==> config.mk <==
export PLATFORM = sky130hd
export DESIGN_NAME = sine_reader
export DESIGN_NICKNAME = d
export VERILOG_FILES = /design/src/hdl/sine_pkg.sv /design/src/hdl/sine_reader.sv
export SDC_FILE = /design/constraint.sdc
export NUM_CORES = 1
export LEC_CHECK = 0
export ABC_AREA = 1
export BUFFER_PORTS_ARGS = -buffer_cell sky130_fd_sc_hd__buf_2
export CAP_MARGIN = 15
export CORE_MARGIN = 5
export CORE_UTILIZATION = 31
export DETAILED_ROUTE_END_ITERATION = 10
export GPL_ROUTABILITY_DRIVEN = 0
export GPL_TIMING_DRIVEN = 0
export HOLD_SLACK_MARGIN = 0.02
export SKIP_CTS_REPAIR_TIMING = 1
export SYNTH_ARGS = -nofsm -noshare
export SYNTH_HDL_FRONTEND = slang
export SYNTH_SLANG_ARGS = --single-unit
==> constraint.sdc <==
create_clock -name clk -period 2.13 [get_ports clk]
set_clock_uncertainty 0.1 [all_clocks]
set_input_delay 0.213 -clock clk [delete_from_list [all_inputs] [get_ports clk]]
set_output_delay 0.213 -clock clk [all_outputs]
set_load 0.01 [all_outputs]
==> src/hdl/sine_pkg.sv <==
`default_nettype none

package sine_pkg;

    // One full sine cycle spans 2^PHASE_WIDTH.
    localparam int PHASE_WIDTH = 22;
    localparam int STEP_WIDTH = 20;
    localparam int SAMPLE_WIDTH = 16;
    localparam int TABLE_ADDR_WIDTH = 10;

    // Quarter-wave table.
    localparam int TABLE_DEPTH = 1024;
    localparam int SAMPLE_AMPLITUDE = 32767;

    // Clock cycles per sample period.
    localparam int SAMPLE_DIVIDE = 8;
    localparam int DIVIDE_COUNT_WIDTH = $clog2(SAMPLE_DIVIDE);

    localparam real PI = 3.14159265358979323846;

    typedef logic [PHASE_WIDTH-1:0] phase_t;
    typedef logic [STEP_WIDTH-1:0] step_t;
    typedef logic signed [SAMPLE_WIDTH-1:0] sample_t;
    typedef logic [TABLE_ADDR_WIDTH-1:0] table_addr_t;
    typedef logic [DIVIDE_COUNT_WIDTH-1:0] divide_count_t;

endpackage

`default_nettype wire

==> src/hdl/sine_reader.sv <==
`timescale 1ns/1ps
`default_nettype none

module sine_reader (
    input  wire logic                  clk,
    input  wire logic                  reset,
    input  wire sine_pkg::step_t       step_size,
    input  wire logic                  generate_next,
    output sine_pkg::table_addr_t      rom_addr,
    input  wire sine_pkg::sample_t     rom_data,
    output sine_pkg::sample_t          sample,
    output logic                       sample_ready
);

    import sine_pkg::*;

    phase_t phase;

    logic [1:0] quadrant;
    table_addr_t fine_index;

    // Stage 1 is the table read, stage 2 the sign restore.
    logic valid_d1;
    logic valid_d2;
    logic negate_d2;

    // Phase accumulator, advanced only on a request.
    always_ff @(posedge clk) begin
        if (reset) begin
            phase <= '0;
        end else if (generate_next) begin
            phase <= phase + phase_t'(step_size);
        end
    end

    assign quadrant = phase[PHASE_WIDTH-1 -: 2];
    assign fine_index = phase[PHASE_WIDTH-3 -: TABLE_ADDR_WIDTH];

    // Odd quadrants run the table backwards.
    assign rom_addr = quadrant[0] ? ~fine_index : fine_index;

    always_ff @(posedge clk) begin
        if (reset) begin
            valid_d1 <= 1'b0;
            valid_d2 <= 1'b0;
        end else begin
            valid_d1 <= generate_next;
            valid_d2 <= valid_d1;
        end
    end

    // Sign follows the table read by one stage.
    always_ff @(posedge clk) begin
        negate_d2 <= quadrant[1];
    end

    // Lower half of the cycle is the negated table value.
    always_ff @(posedge clk) begin
        if (reset) begin
            sample <= '0;
            sample_ready <= 1'b0;
        end else begin
            sample_ready <= valid_d2;
            if (valid_d2) begin
                sample <= negate_d2 ? sample_t'(-rom_data) : rom_data;
            end
        end
    end

    // Nothing is ready in the three cycles after reset.
    assert property (@(posedge clk)
        $fell(reset) |-> !sample_ready [*3])
        else $error("sample_ready high within three cycles of reset");

    // Address must be clean while the table read is in progress.
    assert property (@(posedge clk) disable iff (reset)
        valid_d1 |-> !$isunknown(rom_addr))
        else $error("rom_addr unknown during a table read");

endmodule

`default_nettype wire

==> metrics.yaml <==
start_kind: "flop"
crit_top_cell: "nand2_1"
syn_area_um2: 3241
switching_share_pct: 38.34
synth_mux_area_share_pct: 0
htreeDepth: 2
p_int_uw: 1390
initialDrtViolationCount: 141
via_count: 3315
rsz0062_at_grt: "false"
synth-xor-area-share_pct: 7.027
numCtsBuffers: 5
totalWireLength_um: 8608
async_reset_ff_share_pct: 0
comb_power_share_pct: 35.4
min_period_ns: 1.970
place_ws_ns: 0.02570
initial_utilization_pct: 31.53
max_freq_mhz: 507.5
hold_class: "in2reg"
cp.required_ns: 2.24
crit_type: "reg2reg"
ys.warnings.count: 0
cp-end-kind: "flop"
min_period_over_period_pct: 92.51
cts_root_buffer: "clkbuf_8"
cp.arrival_ns: 2.08
ant_nets: 0
antenna_found_initial: 0
yosys.area_share.adder_pct: 8.726
p_switching_uw: 864.1
synth-simple-area-share_pct: 33.98
rrSetupSlack_ns: 0.16
synth_edf_count: 0
crit_end: "phase[20]"
die_area_um2: 12600
firstDrtPassIters: 4
hpwl_um: 7001
cp_slowest_cell: "fa_1"
synthTopCellsByArea: "dfxtp_1 26%, nand2_1 15%, inv_1 10%"
syn_avg_cell_area_um2: 6.035
grt_max_degree: 16
viasPerCell: 4.450
cp_slowest_stage_delay_ns: 0.41
tightestPinTransition_ns: 0.5716
cap_violations: 0
drive_above_1_share_pct: 14.94
pwr-share-clk_pct: 25.2
dp.cells: 737
overflow: 0
crit_start: "phase[0]"
coreArea_um2: 10280
synth_compound_area_share_pct: 12.12
gr-usage-all-layers_pct: 13.98
finish.utilization_pct: 37.31
cts.sinks: 42
final_cell_mix: "130 x nand2_1, 89 x inv_1, 85 x nor2_1"
clk_pin_slew_worst_paths_ns: 0.10
ys_seq_area_share_pct: 25.95
drc_errors: 0
final_common_cell: "nand2_1"
ios: 66
timing.hold.ws_ns: 0.07811
synth_fp_nets: 598
r2r-start: "phase[0]"
fin_ws_ns: 0.1596
setup_viol: 0
reg2reg_depth: 13
finalHoldViolCount: 0
row_count: 37
grt_pass1_wl_um: 14750
insertion_delay_ns: 0.31
reg2reg_to: "phase[20]"
wl_per_cell_um: 11.55
synth_area_leader_cell: "dfxtp_1"
cts_tree: "yes"
slew_violations: 0
yosys.cell_types.count: 26
diodes: 0
pwr_density_cell_nw_per_um2: 587.7
synthCells: 537
syn2layout_area_growth_pct: 18.34
final-instance-count-excl-fill: 745
hp-start: "rom_data[1]"
vdd_ir_drop_max_uv: 257.1
cp_cell_sequence: "ha_1 -> inv_1 -> fa_1 -> inv_2 -> nand3_1 -> nand3_2 -> nand2_1 -> nand3_2 -> nand2_1 -> nand2_1 -> nand3_1 -> nand2_1 -> nor2_1"
synth_top_area_share_pct: 25.95
clk_path_buf_depth: 2
crit_fanout: 3
run_status: "finished, final reports clean"
maxSlewHeadroom_pct: 61.89
p_seq_share_pct: 39.4
die_x_um: 112.2
io_buffer_count: 64
synth_top_family_by_area: "simple AND/OR/NAND/NOR gates"
fin_setup_tns_ns: 0
fin_nets: 669
synth_top_flop_cell: "dfxtp_1"
die_h_um: 112.2
grt_pass1_vias: 3203
leakagePower_uw: 0.002173
synth-seq-cells: 42
-- per-layer routing --
| layer | vias up | track usage, % | routed length, µm |
|---|---|---|---|
| li1 | 1807 | - | - |
| met1 | 1446 | 19.18 | 4184 |
| met2 | 57 | 23.16 | 3989 |
| met3 | 5 | 2.102 | 343 |
| met4 | 0 | 3.205 | 91 |
| met5 | - | 0 | 0 |
-- critical path, delay by kind of cell (launching register included) --
family | cells | cell delay, ns
flops | 1 | 0.34
buf+inv | 2 | 0.16
simple gates | 9 | 0.69
fa+ha+maj | 2 | 0.58
-- through the flow --
step	power [µW]	instance area (µm²)
after global routing	2446	3835
after floorplan	1474	3241
final	2254	3835
after global placement	1692	3731
after CTS	2284	3825
after detailed placement	1703	3731
-- Yosys cell counts (3+ instances only) --
master,instances
buf_2,4
nor2_2,6
dfxtp_1,42
a21o_1,3
nand3b_1,3
nor2_1,85
xnor2_1,3
o21ai_0,36
nand4_1,3
inv_1,90
xor2_1,23
a21oi_1,33
ha_1,21
nand2_1,130
nand3_1,32
nor3_1,3
clkbuf_1,9
-- worst min-delay path by stage --
stage / to / slack, ns / cells past startpoint
2_1_floorplan: negate_d2 / 0.25 / 0
3_3_place_gp: negate_d2 / 0.26 / 0
3_5_place_dp: negate_d2 / 0.26 / 0
4_1_cts: sample[1] / 0.06 / 3
5_1_grt: sample[1] / 0.06 / 3
6_report: sample[1] / 0.08 / 3
-- area by class of cell --
type	count	area (µm²)
Clock inverter	3	25.02
Sequential cell	42	840.8
Buffer	13	53.80
Fill cell	1167	6442
Timing Repair Buffer	64	320.3
Clock buffer	5	68.82
Tap cell	136	170.2
Multi-Input combinational cell	391	2014
Inverter	91	341.6
-- logic make-up after synthesis --
group | count (synthesis)
AND/OR/NAND/NOR | 267
flip-flops | 42
AO/OA/AOI/OAI | 76
buffers and inverters | 104
XOR/XNOR | 26
adder cells (fa/ha/maj) | 22
-- power groups by stage --
stage          clock network, µW  logic (µW)  registers, µW
3_3_place_gp                   0         787            904
5_1_grt                      625         923            898
3_5_place_dp                   0         796            908
2_1_floorplan                  0         568            907
4_1_cts                      593         801            889
6_report                     569         797            888
-- state kept, by name, summed over array words and instances (netlist names) --
signal	cells
negate_d2	1
phase	22
sample	16
sample_ready	1
valid_d1	1
valid_d2	1
(Power assumes the default switching activity.)
