`src/hdl/sine_pkg.sv`:
```
`default_nettype none

package sine_pkg;

    // One full sine cycle spans 2^PHASE_WIDTH.
    localparam int PHASE_WIDTH = 22;
    localparam int STEP_WIDTH = 20;
    localparam int SAMPLE_WIDTH = 16;
    localparam int TABLE_ADDR_WIDTH = 10;

    // Quarter-wave table.
    localparam int TABLE_DEPTH = 1024;
    localparam int SAMPLE_AMPLITUDE = 32767;

    // Clock cycles per sample period.
    localparam int SAMPLE_DIVIDE = 8;
    localparam int DIVIDE_COUNT_WIDTH = $clog2(SAMPLE_DIVIDE);

    localparam real PI = 3.14159265358979323846;

    typedef logic [PHASE_WIDTH-1:0] phase_t;
    typedef logic [STEP_WIDTH-1:0] step_t;
    typedef logic signed [SAMPLE_WIDTH-1:0] sample_t;
    typedef logic [TABLE_ADDR_WIDTH-1:0] table_addr_t;
    typedef logic [DIVIDE_COUNT_WIDTH-1:0] divide_count_t;

endpackage

`default_nettype wire

```
`src/hdl/sample_strobe_gen.sv`:
```
`timescale 1ns/1ps
`default_nettype none

module sample_strobe_gen (
    input  wire logic clk,
    input  wire logic reset,
    input  wire logic enable,
    output logic      generate_next
);

    import sine_pkg::*;

    divide_count_t count;

    // Counts enabled cycles, pulses on the last one of each period.
    always_ff @(posedge clk) begin
        if (reset) begin
            count <= '0;
            generate_next <= 1'b0;
        end else if (!enable) begin
            // Restart always waits a full period.
            count <= '0;
            generate_next <= 1'b0;
        end else if (count == divide_count_t'(SAMPLE_DIVIDE - 1)) begin
            count <= '0;
            generate_next <= 1'b1;
        end else begin
            count <= count + 1'b1;
            generate_next <= 1'b0;
        end
    end

    // Pulses are at least one sample period apart.
    assert property (@(posedge clk) disable iff (reset)
        generate_next |=> !generate_next [*(SAMPLE_DIVIDE - 1)])
        else $error("generate_next pulses closer than SAMPLE_DIVIDE cycles");

endmodule

`default_nettype wire

```
`config.mk`:
```
export PLATFORM = sky130hd
export DESIGN_NAME = sample_strobe_gen
export DESIGN_NICKNAME = d
export VERILOG_FILES = /design/src/hdl/sine_pkg.sv /design/src/hdl/sample_strobe_gen.sv
export SDC_FILE = /design/constraint.sdc
export NUM_CORES = 1
export LEC_CHECK = 0
export BUFFER_PORTS_ARGS = -buffer_cell sky130_fd_sc_hd__buf_2
export CORE_AREA = 2 2 39 41
export CTS_CLUSTER_SIZE = 24
export DETAILED_ROUTE_END_ITERATION = 8
export DIE_AREA = 0 0 41 43
export PLACE_DENSITY = 0.3
export SYNTH_ARGS = -nofsm -noshare
export SYNTH_HDL_FRONTEND = slang
export SYNTH_SLANG_ARGS = --single-unit
```
`constraint.sdc`:
```
create_clock -name clk -period 1.46 [get_ports clk]
set_input_delay 0 -clock clk [delete_from_list [all_inputs] [get_ports clk]]
set_output_delay 0 -clock clk [all_outputs]
set_load 0.03 [all_outputs]
```
==> flow_summary_export.csv, run 1 <==
group,metric,value,unit
sta,slew_headroom,0.884,
floorplan,fp.coreArea,1380,um^2
floorplan,die_y,43,um
cells_and_area,antenna_cells,0,
global_route,gr-usage-met1,0.0450,
run_status,status,"complete, no violations",
placement,dp_slack,369,ps
cts,root_buffer,"clkbuf_4",
cts,cts.sinks,4,
global_route,grt_max_degree,5,
cells_and_area,final_area,221,um^2
sta,rsz0062_at_grt,"false",
route,wirelength,264,um
route,wire_per_inst,8.00,um
cts,post_cts_buffers,0,
floorplan,row_count,14,
floorplan,start_util,0.111,
cts,cts.repair.resized,0,
power_and_ir_drop,finalPower,0.260,mW
sta,slew_violations,0,
sta,setup_viol,0,
yosys,syn_inst,10,
cells_and_area,final_common_cell,"dfxtp_1",
worst_setup_path,cp_slowest_cell,"dfxtp_1",
cts,clk_path_buf_depth,2,
worst_setup_path,required,1580,ps
placement,place_area,189,um^2
global_route,grtUsageMet2,0.0313,
hold_path,min_path_type,"in2reg",
global_route,grt_use_met3,0.0995,
sta,hold_slack,54.5,ps
worst_setup_path,cp_slowest_stage_delay,310,ps
sta,fmax,915,MHz
worst_setup_path,crit_top_cell,"ha_1",
power_and_ir_drop,peakVddDrop,0.392,mV
floorplan,dieWidth,41,um
worst_setup_path,start_kind,"flop",
global_route,grt_pass1_vias,103,
yosys,ys.warnings.count,0,
sta,period_minus_slack,1090,ps
yosys,syn_nets,15,
placement,gp_congestion,0.635,
power_and_ir_drop,p_per_area,1170,nW/um^2
route,drc,0,
sta,finalCritPeriodShare,0.749,
sta,skew,4.61,ps
floorplan,ioPinCount,4,
cells_and_area,instances_no_fill,33,
placement,io_buffers,3,
sta,tightest_slew,174,ps
job,drv_cap,0,
worst_setup_path,arrival,1220,ps
sta,tns,0,ps
cells_and_area,layout-drive-gt1-share,0.529,
sta,worst_slack,367,ps
cts,clkLatencyLatePin,230,ps
yosys,ys_ff_latch,4,
cts,numCtsBuffers,3,
cells_and_area,fin_nets,24,
global_route,top_usage_layer,"met3",
route,vias,109,
cells_and_area,post-route-util,0.160,
worst_setup_path,crit_chain,"ha_1 -> ha_1 -> and4bb_2",
worst_setup_path,path_max_fanout,2,
global_route,antenna_found_initial,0,
yosys,yosysUniqueCellTypes,5,
worst_setup_path,setup.worst_path.end_class,"flop",
yosys,netlist_area,154,um^2
cts,clkTransAtPathRegs,40,ps
route,drt_first_iter_violations,5,
global_route,gr-total-overflow,0,
power_and_ir_drop,power.leakage,0.104,nW
worst_setup_path,worstSetupPathType,"reg2reg",
route,drtPass1Iterations,2,
global_route,grt_pass1_wl,434,um
global_route,track_usage,0.0492,
yosys,syn_avg_cell_area,15.4,um^2
route,ant_nets,0,
cells_and_area,final_cell_mix,"dfxtp_1 (4), clkbuf_4 (3), buf_2 (3)",
cts,htree_levels,1,
cts,cts_tree,"built",
cells_and_area,area_delta_synth_final,43.9,%
route,viasPerCell,3.30,
yosys,ys_seq_area_frac,0.520,
placement,dp_cells,29,
floorplan,die_area,1760,um^2
sta,finalHoldViolCount,0,
-- path summary, 6_finish.rpt --
kind,from,slack [ps],to,cells after the start
max,count[0]$_SDFF_PP0_,370,count[2]$_SDFF_PP0_,3
min,enable,50,generate_next$_SDFF_PP0_,2
max reg2reg,count[0]$_SDFF_PP0_,370,count[2]$_SDFF_PP0_,3
min reg2reg,count[0]$_SDFF_PP0_,450,count[0]$_SDFF_PP0_,1
-- power by group --
| group | internal, mW | switching (mW) |
|---|---|---|
| clock | 0.0917 | 0.0422 |
| combinational | 0.00774 | 0.00395 |
| sequential | 0.113 | 0.00147 |
-- kinds of logic after synthesis --
group                    Yosys count  synth area share
AND/OR/NAND/NOR                    4             0.317
flip-flops                         4             0.520
adder cells (fa/ha/maj)            2             0.163
-- layer usage --
| metal | vias to the layer above | part of all wire |
|---|---|---|
| met4 | 0 | 0.023 |
| met5 | - | 0 |
| li1 | 54 | - |
| met3 | 2 | 0.22 |
| met2 | 8 | 0.31 |
| met1 | 45 | 0.44 |
-- worst max-delay path: cells and delay by family (launching register included) --
kind	cells	cell delay, ps
and+or+nand+nor	1	220
adders and majority gates	2	450
DFF	1	310
-- what timing repair did --
| action | CTS | global route |
|---|---|---|
| endpoints found under the setup margin | 0 | 0 |
| hold endpoints to repair | 1 | 0 |
| hold buffers | 1 | 0 |
-- cell usage after synthesis (all sizes together) --
| library cell | number | share of area |
|---|---|---|
| dfxtp | 4 | 0.52 |
| nor4b | 1 | 0.098 |
| and4bb | 2 | 0.16 |
| ha | 2 | 0.16 |
| and3b | 1 | 0.057 |
-- state kept, by name (all words and copies together) (netlist names) --
name / flops
count: 3
generate_next: 1
-- cell type report --
| class | instances | area, um^2 |
|---|---|---|
| Fill cell | 153 | 1160 |
| Sequential cell | 4 | 80.1 |
| Multi-Input combinational cell | 6 | 73.8 |
| Timing Repair Buffer | 4 | 25.0 |
| Clock buffer | 3 | 22.5 |
| Tap cell | 16 | 20.0 |
(Power assumes the default switching activity.)
==> inputs of run 2 (changes only) <==
==> constraint.sdc (replaced) <==
create_clock -name clk -period 1 [get_ports clk]
set_input_delay 0 -clock clk [delete_from_list [all_inputs] [get_ports clk]]
set_output_delay 0 -clock clk [all_outputs]
set_load 0.03 [all_outputs]
==> flow_summary_export.csv, run 2 (same netlist as run 1, synthesis figures left out) <==
group,metric,value,unit
cts,numCtsBuffers,3,
job,drv_cap,0,
worst_setup_path,cp_slowest_cell,"dfxtp_2",
route,drt_first_iter_violations,7,
placement,dp_slack,-13.2,ps
cells_and_area,antenna_cells,0,
worst_setup_path,crit_chain,"ha_4 -> ha_4 -> and4bb_2",
sta,skew,2.32,ps
power_and_ir_drop,power.leakage,0.105,nW
placement,dp_cells,29,
sta,finalHoldViolCount,0,
placement,io_buffers,3,
sta,slew_headroom,0.888,
global_route,antenna_found_initial,0,
worst_setup_path,worstSetupPathType,"reg2reg",
global_route,grt_max_degree,5,
worst_setup_path,cp_slowest_stage_delay,320,ps
worst_setup_path,required,1130,ps
cells_and_area,area_delta_synth_final,66.7,%
worst_setup_path,start_kind,"flop",
worst_setup_path,crit_family,"adder cells",
route,ant_nets,0,
route,vias,113,
placement,gp_congestion,0.664,
worst_setup_path,arrival,1120,ps
sta,slew_violations,0,
worst_setup_path,path_max_fanout,2,
route,drtPass1Iterations,2,
floorplan,fp.coreArea,1380,um^2
route,routed.top_layer,"met3",
cts,cts_tree,"built",
route,drc,0,
sta,period_minus_slack,992,ps
cells_and_area,layout-drive-gt1-share,0.778,
sta,rsz0062_at_grt,"true",
cells_and_area,top_regs,"count (3), generate_next (1)",
floorplan,die_y,43,um
worst_setup_path,crit_top_cell,"ha_4",
floorplan,die_area,1760,um^2
power_and_ir_drop,p_per_area,1530,nW/um^2
cts,clkLatencyLatePin,240,ps
global_route,track_usage,0.0521,
cells_and_area,top_register,"count",
route,viasPerCell,3.32,
hold_path,min_path_type,"in2reg",
route,wl_met3,64,um
worst_setup_path,crit_buf_inv,0,
sta,setup_viol,0,
floorplan,row_count,14,
cts,htree_levels,1,
sta,worst_slack,8.47,ps
floorplan,ioPinCount,4,
floorplan,start_util,0.111,
cells_and_area,largest_reg_flops,3,
cells_and_area,final_cell_mix,"clkbuf_4 (3), buf_2 (3)",
global_route,gr-total-overflow,0,
sta,finalCritPeriodShare,0.992,
cts,cts.sinks,4,
sta,hold_slack,38.3,ps
global_route,grt_pass1_wl,489,um
route,wirelength,300,um
sta,tightest_slew,167,ps
cts,clkTransAtPathRegs,40,ps
worst_setup_path,setup.worst_path.end_class,"flop",
run_status,status,"complete, no violations",
route,drt-met1-wl,130,um
cts,clk_path_buf_depth,2,
cts,root_buffer,"clkbuf_4",
floorplan,dieWidth,41,um
sta,fmax,1010,MHz
cells_and_area,post-route-util,0.185,
global_route,grt_pass1_vias,126,
power_and_ir_drop,peakVddDrop,0.537,mV
route,wire_per_inst,8.82,um
cells_and_area,instances_no_fill,34,
route,met2_length,105,um
cells_and_area,fin_nets,25,
[run 2: cell types whose count changed in the layout (fill, tap and decap cells not counted), sizes merged]
cell,change
buf,+1
[run 2: final timing paths]
kind / slack (ps) / end / depth (start not counted) / from
min: 40 / generate_next$_SDFF_PP0_ / 2 / enable
max reg2reg: 8 / count[2]$_SDFF_PP0_ / 3 / count[0]$_SDFF_PP0_
min reg2reg: 520 / count[0]$_SDFF_PP0_ / 2 / count[0]$_SDFF_PP0_
max: 8 / count[2]$_SDFF_PP0_ / 3 / count[0]$_SDFF_PP0_
[run 2: power by group]
part	internal (mW)	switching, mW	total, mW
Clock	0.134	0.0679	0.202
Sequential	0.165	0.00346	0.169
Combinational	0.0148	0.00696	0.0218
Total	0.314	0.0783	0.393
[run 2: final cells by class]
type                    count  area, um^2
flip-flops and latches      4        82.6
well taps                  16        20.0
fillers                   150        1130
repair buffers              5        32.5
multi-input cells           6        98.8
clock buffers               3        22.5
[run 2: per-layer routing]
metal  vias up  GRT usage
li1         56          -
met1        49     0.0382
met5         -          0
met3         0     0.0995
met2         8     0.0563
met4         0     0.0200
[run 2: repair_timing]
action,CTS,global route
pin swaps,2,2
hold buffers,1,0
endpoints found under the hold margin,1,0
resized for setup,1,0
buffers inserted,1,0
endpoints found under the setup margin,1,2
[run 2: stage by stage]
| stage | power (mW) | instance area, um^2 | TNS (ps) |
|---|---|---|---|
| global placement | 0.187 | 215 | 0 |
| detailed placement | 0.187 | 215 | -13.2 |
| floorplan | 0.179 | 180 | 0 |
| finish | 0.393 | 256 | 0 |
| global route | 0.424 | 256 | -32.7 |
| CTS | 0.403 | 256 | -2.44 |
==> inputs of run 3 (changes only) <==
==> constraint.sdc (replaced) <==
create_clock -name clk -period 1.2 [get_ports clk]
set_input_delay 0 -clock clk [delete_from_list [all_inputs] [get_ports clk]]
set_output_delay 0 -clock clk [all_outputs]
set_load 0.03 [all_outputs]
==> flow_summary_export.csv, run 3 (same netlist as run 1, synthesis figures left out) <==
group,metric,value,unit
hold_path,worstHoldEndpoint,"generate_next$_SDFF_PP0_",
sta,setup_viol,0,
worst_setup_path,r2r_cells,3,
cts,cts.sinks,4,
cells_and_area,top_register,"count",
cts,clk_path_buf_depth,2,
cts,cts_hold_buf,1,
power_and_ir_drop,p_per_area,1440,nW/um^2
sta,rsz0062_at_grt,"false",
floorplan,dieWidth,41,um
worst_setup_path,crit_cells,3,
cells_and_area,instances_no_fill,33,
cells_and_area,fin_nets,24,
cells_and_area,layout-drive-gt1-share,0.529,
cts,root_buffer,"clkbuf_4",
route,wirelength,250,um
floorplan,die_area,1760,um^2
worst_setup_path,cp_slowest_cell,"dfxtp_1",
global_route,grt_max_degree,5,
sta,tightest_slew,173,ps
worst_setup_path,worstReg2RegStart,"count[0]$_SDFF_PP0_",
worst_setup_path,r2r-end,"count[2]$_SDFF_PP0_",
global_route,track_usage,0.0422,
floorplan,start_util,0.111,
cells_and_area,largest_reg_flops,3,
cts,cts.repair.resized,0,
route,wire_per_inst,7.58,um
route,drc,0,
worst_setup_path,start_kind,"flop",
worst_setup_path,crit_chain,"ha_1 -> ha_1 -> and4bb_2",
power_and_ir_drop,peakVddDrop,0.537,mV
worst_setup_path,crit_family,"adder cells",
route,ant_nets,0,
cells_and_area,n_fill_cell,152,
global_route,grt_pass1_wl,365,um
worst_setup_path,path_max_fanout,2,
floorplan,die_y,43,um
sta,finalCritPeriodShare,0.910,
cts,clkTransAtPathRegs,40,ps
cts,clkLatencyLatePin,230,ps
cells_and_area,final_cell_mix,"dfxtp_1 (4), clkbuf_4 (3), buf_2 (3)",
cells_and_area,top_regs,"count (3), generate_next (1)",
placement,gp_congestion,0.623,
job,drv_cap,0,
floorplan,ioPinCount,4,
sta,fmax,916,MHz
hold_path,worstHoldPathCells,2,
cts,numCtsBuffers,3,
sta,slew_violations,0,
global_route,gr-total-overflow,0,
route,viasPerCell,3.24,
placement,dp_cells,29,
hold_path,min_path_type,"in2reg",
sta,period_minus_slack,1090,ps
cts,htree_levels,1,
placement,io_buffers,3,
hold_path,hold_start,"enable",
worst_setup_path,crit_top_cell,"ha_1",
route,drt_first_iter_violations,0,
sta,tns,0,ps
cts,cts_tree,"built",
global_route,antenna_found_initial,0,
floorplan,fp.coreArea,1380,um^2
route,drtPass1Iterations,1,
sta,skew,0.822,ps
cells_and_area,final_common_cell,"dfxtp_1",
sta,finalHoldViolCount,0,
floorplan,row_count,14,
worst_setup_path,arrival,1220,ps
worst_setup_path,worstSetupPathType,"reg2reg",
worst_setup_path,setup.worst_path.end_class,"flop",
cts,post_cts_buffers,0,
worst_setup_path,required,1320,ps
worst_setup_path,crit_buf_inv,0,
cells_and_area,antenna_cells,0,
worst_setup_path,cp_slowest_stage_delay,310,ps
run_status,status,"complete, no violations",
power_and_ir_drop,power.leakage,0.104,nW
cells_and_area,area_delta_synth_final,43.9,%
global_route,grt_pass1_vias,88,
sta,slew_headroom,0.884,
worst_setup_path,r2r_slack,110,ps
route,vias,107,
run 3: final cells by class:
cell class,count,area (um^2),area share
Sequential cell,4,80.1,0.362
Multi-Input combinational cell,6,73.8,0.333
Timing Repair Buffer,4,25.0,0.113
Clock buffer,3,22.5,0.102
Tap cell,16,20.0,0.0904
run 3: worst max path at each step:
stage | startpoint | endpoint
2_1_floorplan | count[0]$_SDFF_PP0_ | count[2]$_SDFF_PP0_
3_3_place_gp | count[0]$_SDFF_PP0_ | count[2]$_SDFF_PP0_
3_5_place_dp | count[0]$_SDFF_PP0_ | count[2]$_SDFF_PP0_
4_1_cts | count[0]$_SDFF_PP0_ | count[2]$_SDFF_PP0_
5_1_grt | count[0]$_SDFF_PP0_ | count[2]$_SDFF_PP0_
6_report | count[0]$_SDFF_PP0_ | count[2]$_SDFF_PP0_
run 3: worst reg2reg max path, cell delays in order (launching register included):
cell	delay (ps)
dfxtp_1	310
ha_1	200
ha_1	260
and4bb_2	210
run 3: layer usage:
layer  track usage  vias to the layer above  share of wire
li1              -                       53              -
met1        0.0482                       47           0.46
met2        0.0188                        7           0.30
met3        0.0942                        0           0.23
met4        0.0200                        0              0
met5             0                        -              0
run 3: power by group:
part	total [mW]	leakage [nW]	internal [mW]	switching [mW]
logic	0.0143	0.0579	0.00947	0.00488
clock network	0.166	0.0138	0.112	0.0542
registers	0.139	0.0325	0.137	0.00167
run 3: per-stage QoR:
| stage | hold slack, ps | utilization | setup slack [ps] | instance area (um^2) | power, mW |
|---|---|---|---|---|---|
| finish | 58.6 | 0.160 | 108 | 221 | 0.319 |
| global placement | 216 | 0.137 | 118 | 189 | 0.152 |
| detailed placement | 216 | 0.137 | 108 | 189 | 0.153 |
| global route | 50.7 | 0.160 | 56.0 | 221 | 0.348 |
| floorplan | 71.4 | - | 142 | 154 | 0.146 |
| CTS | 52.6 | 0.160 | 105 | 221 | 0.328 |
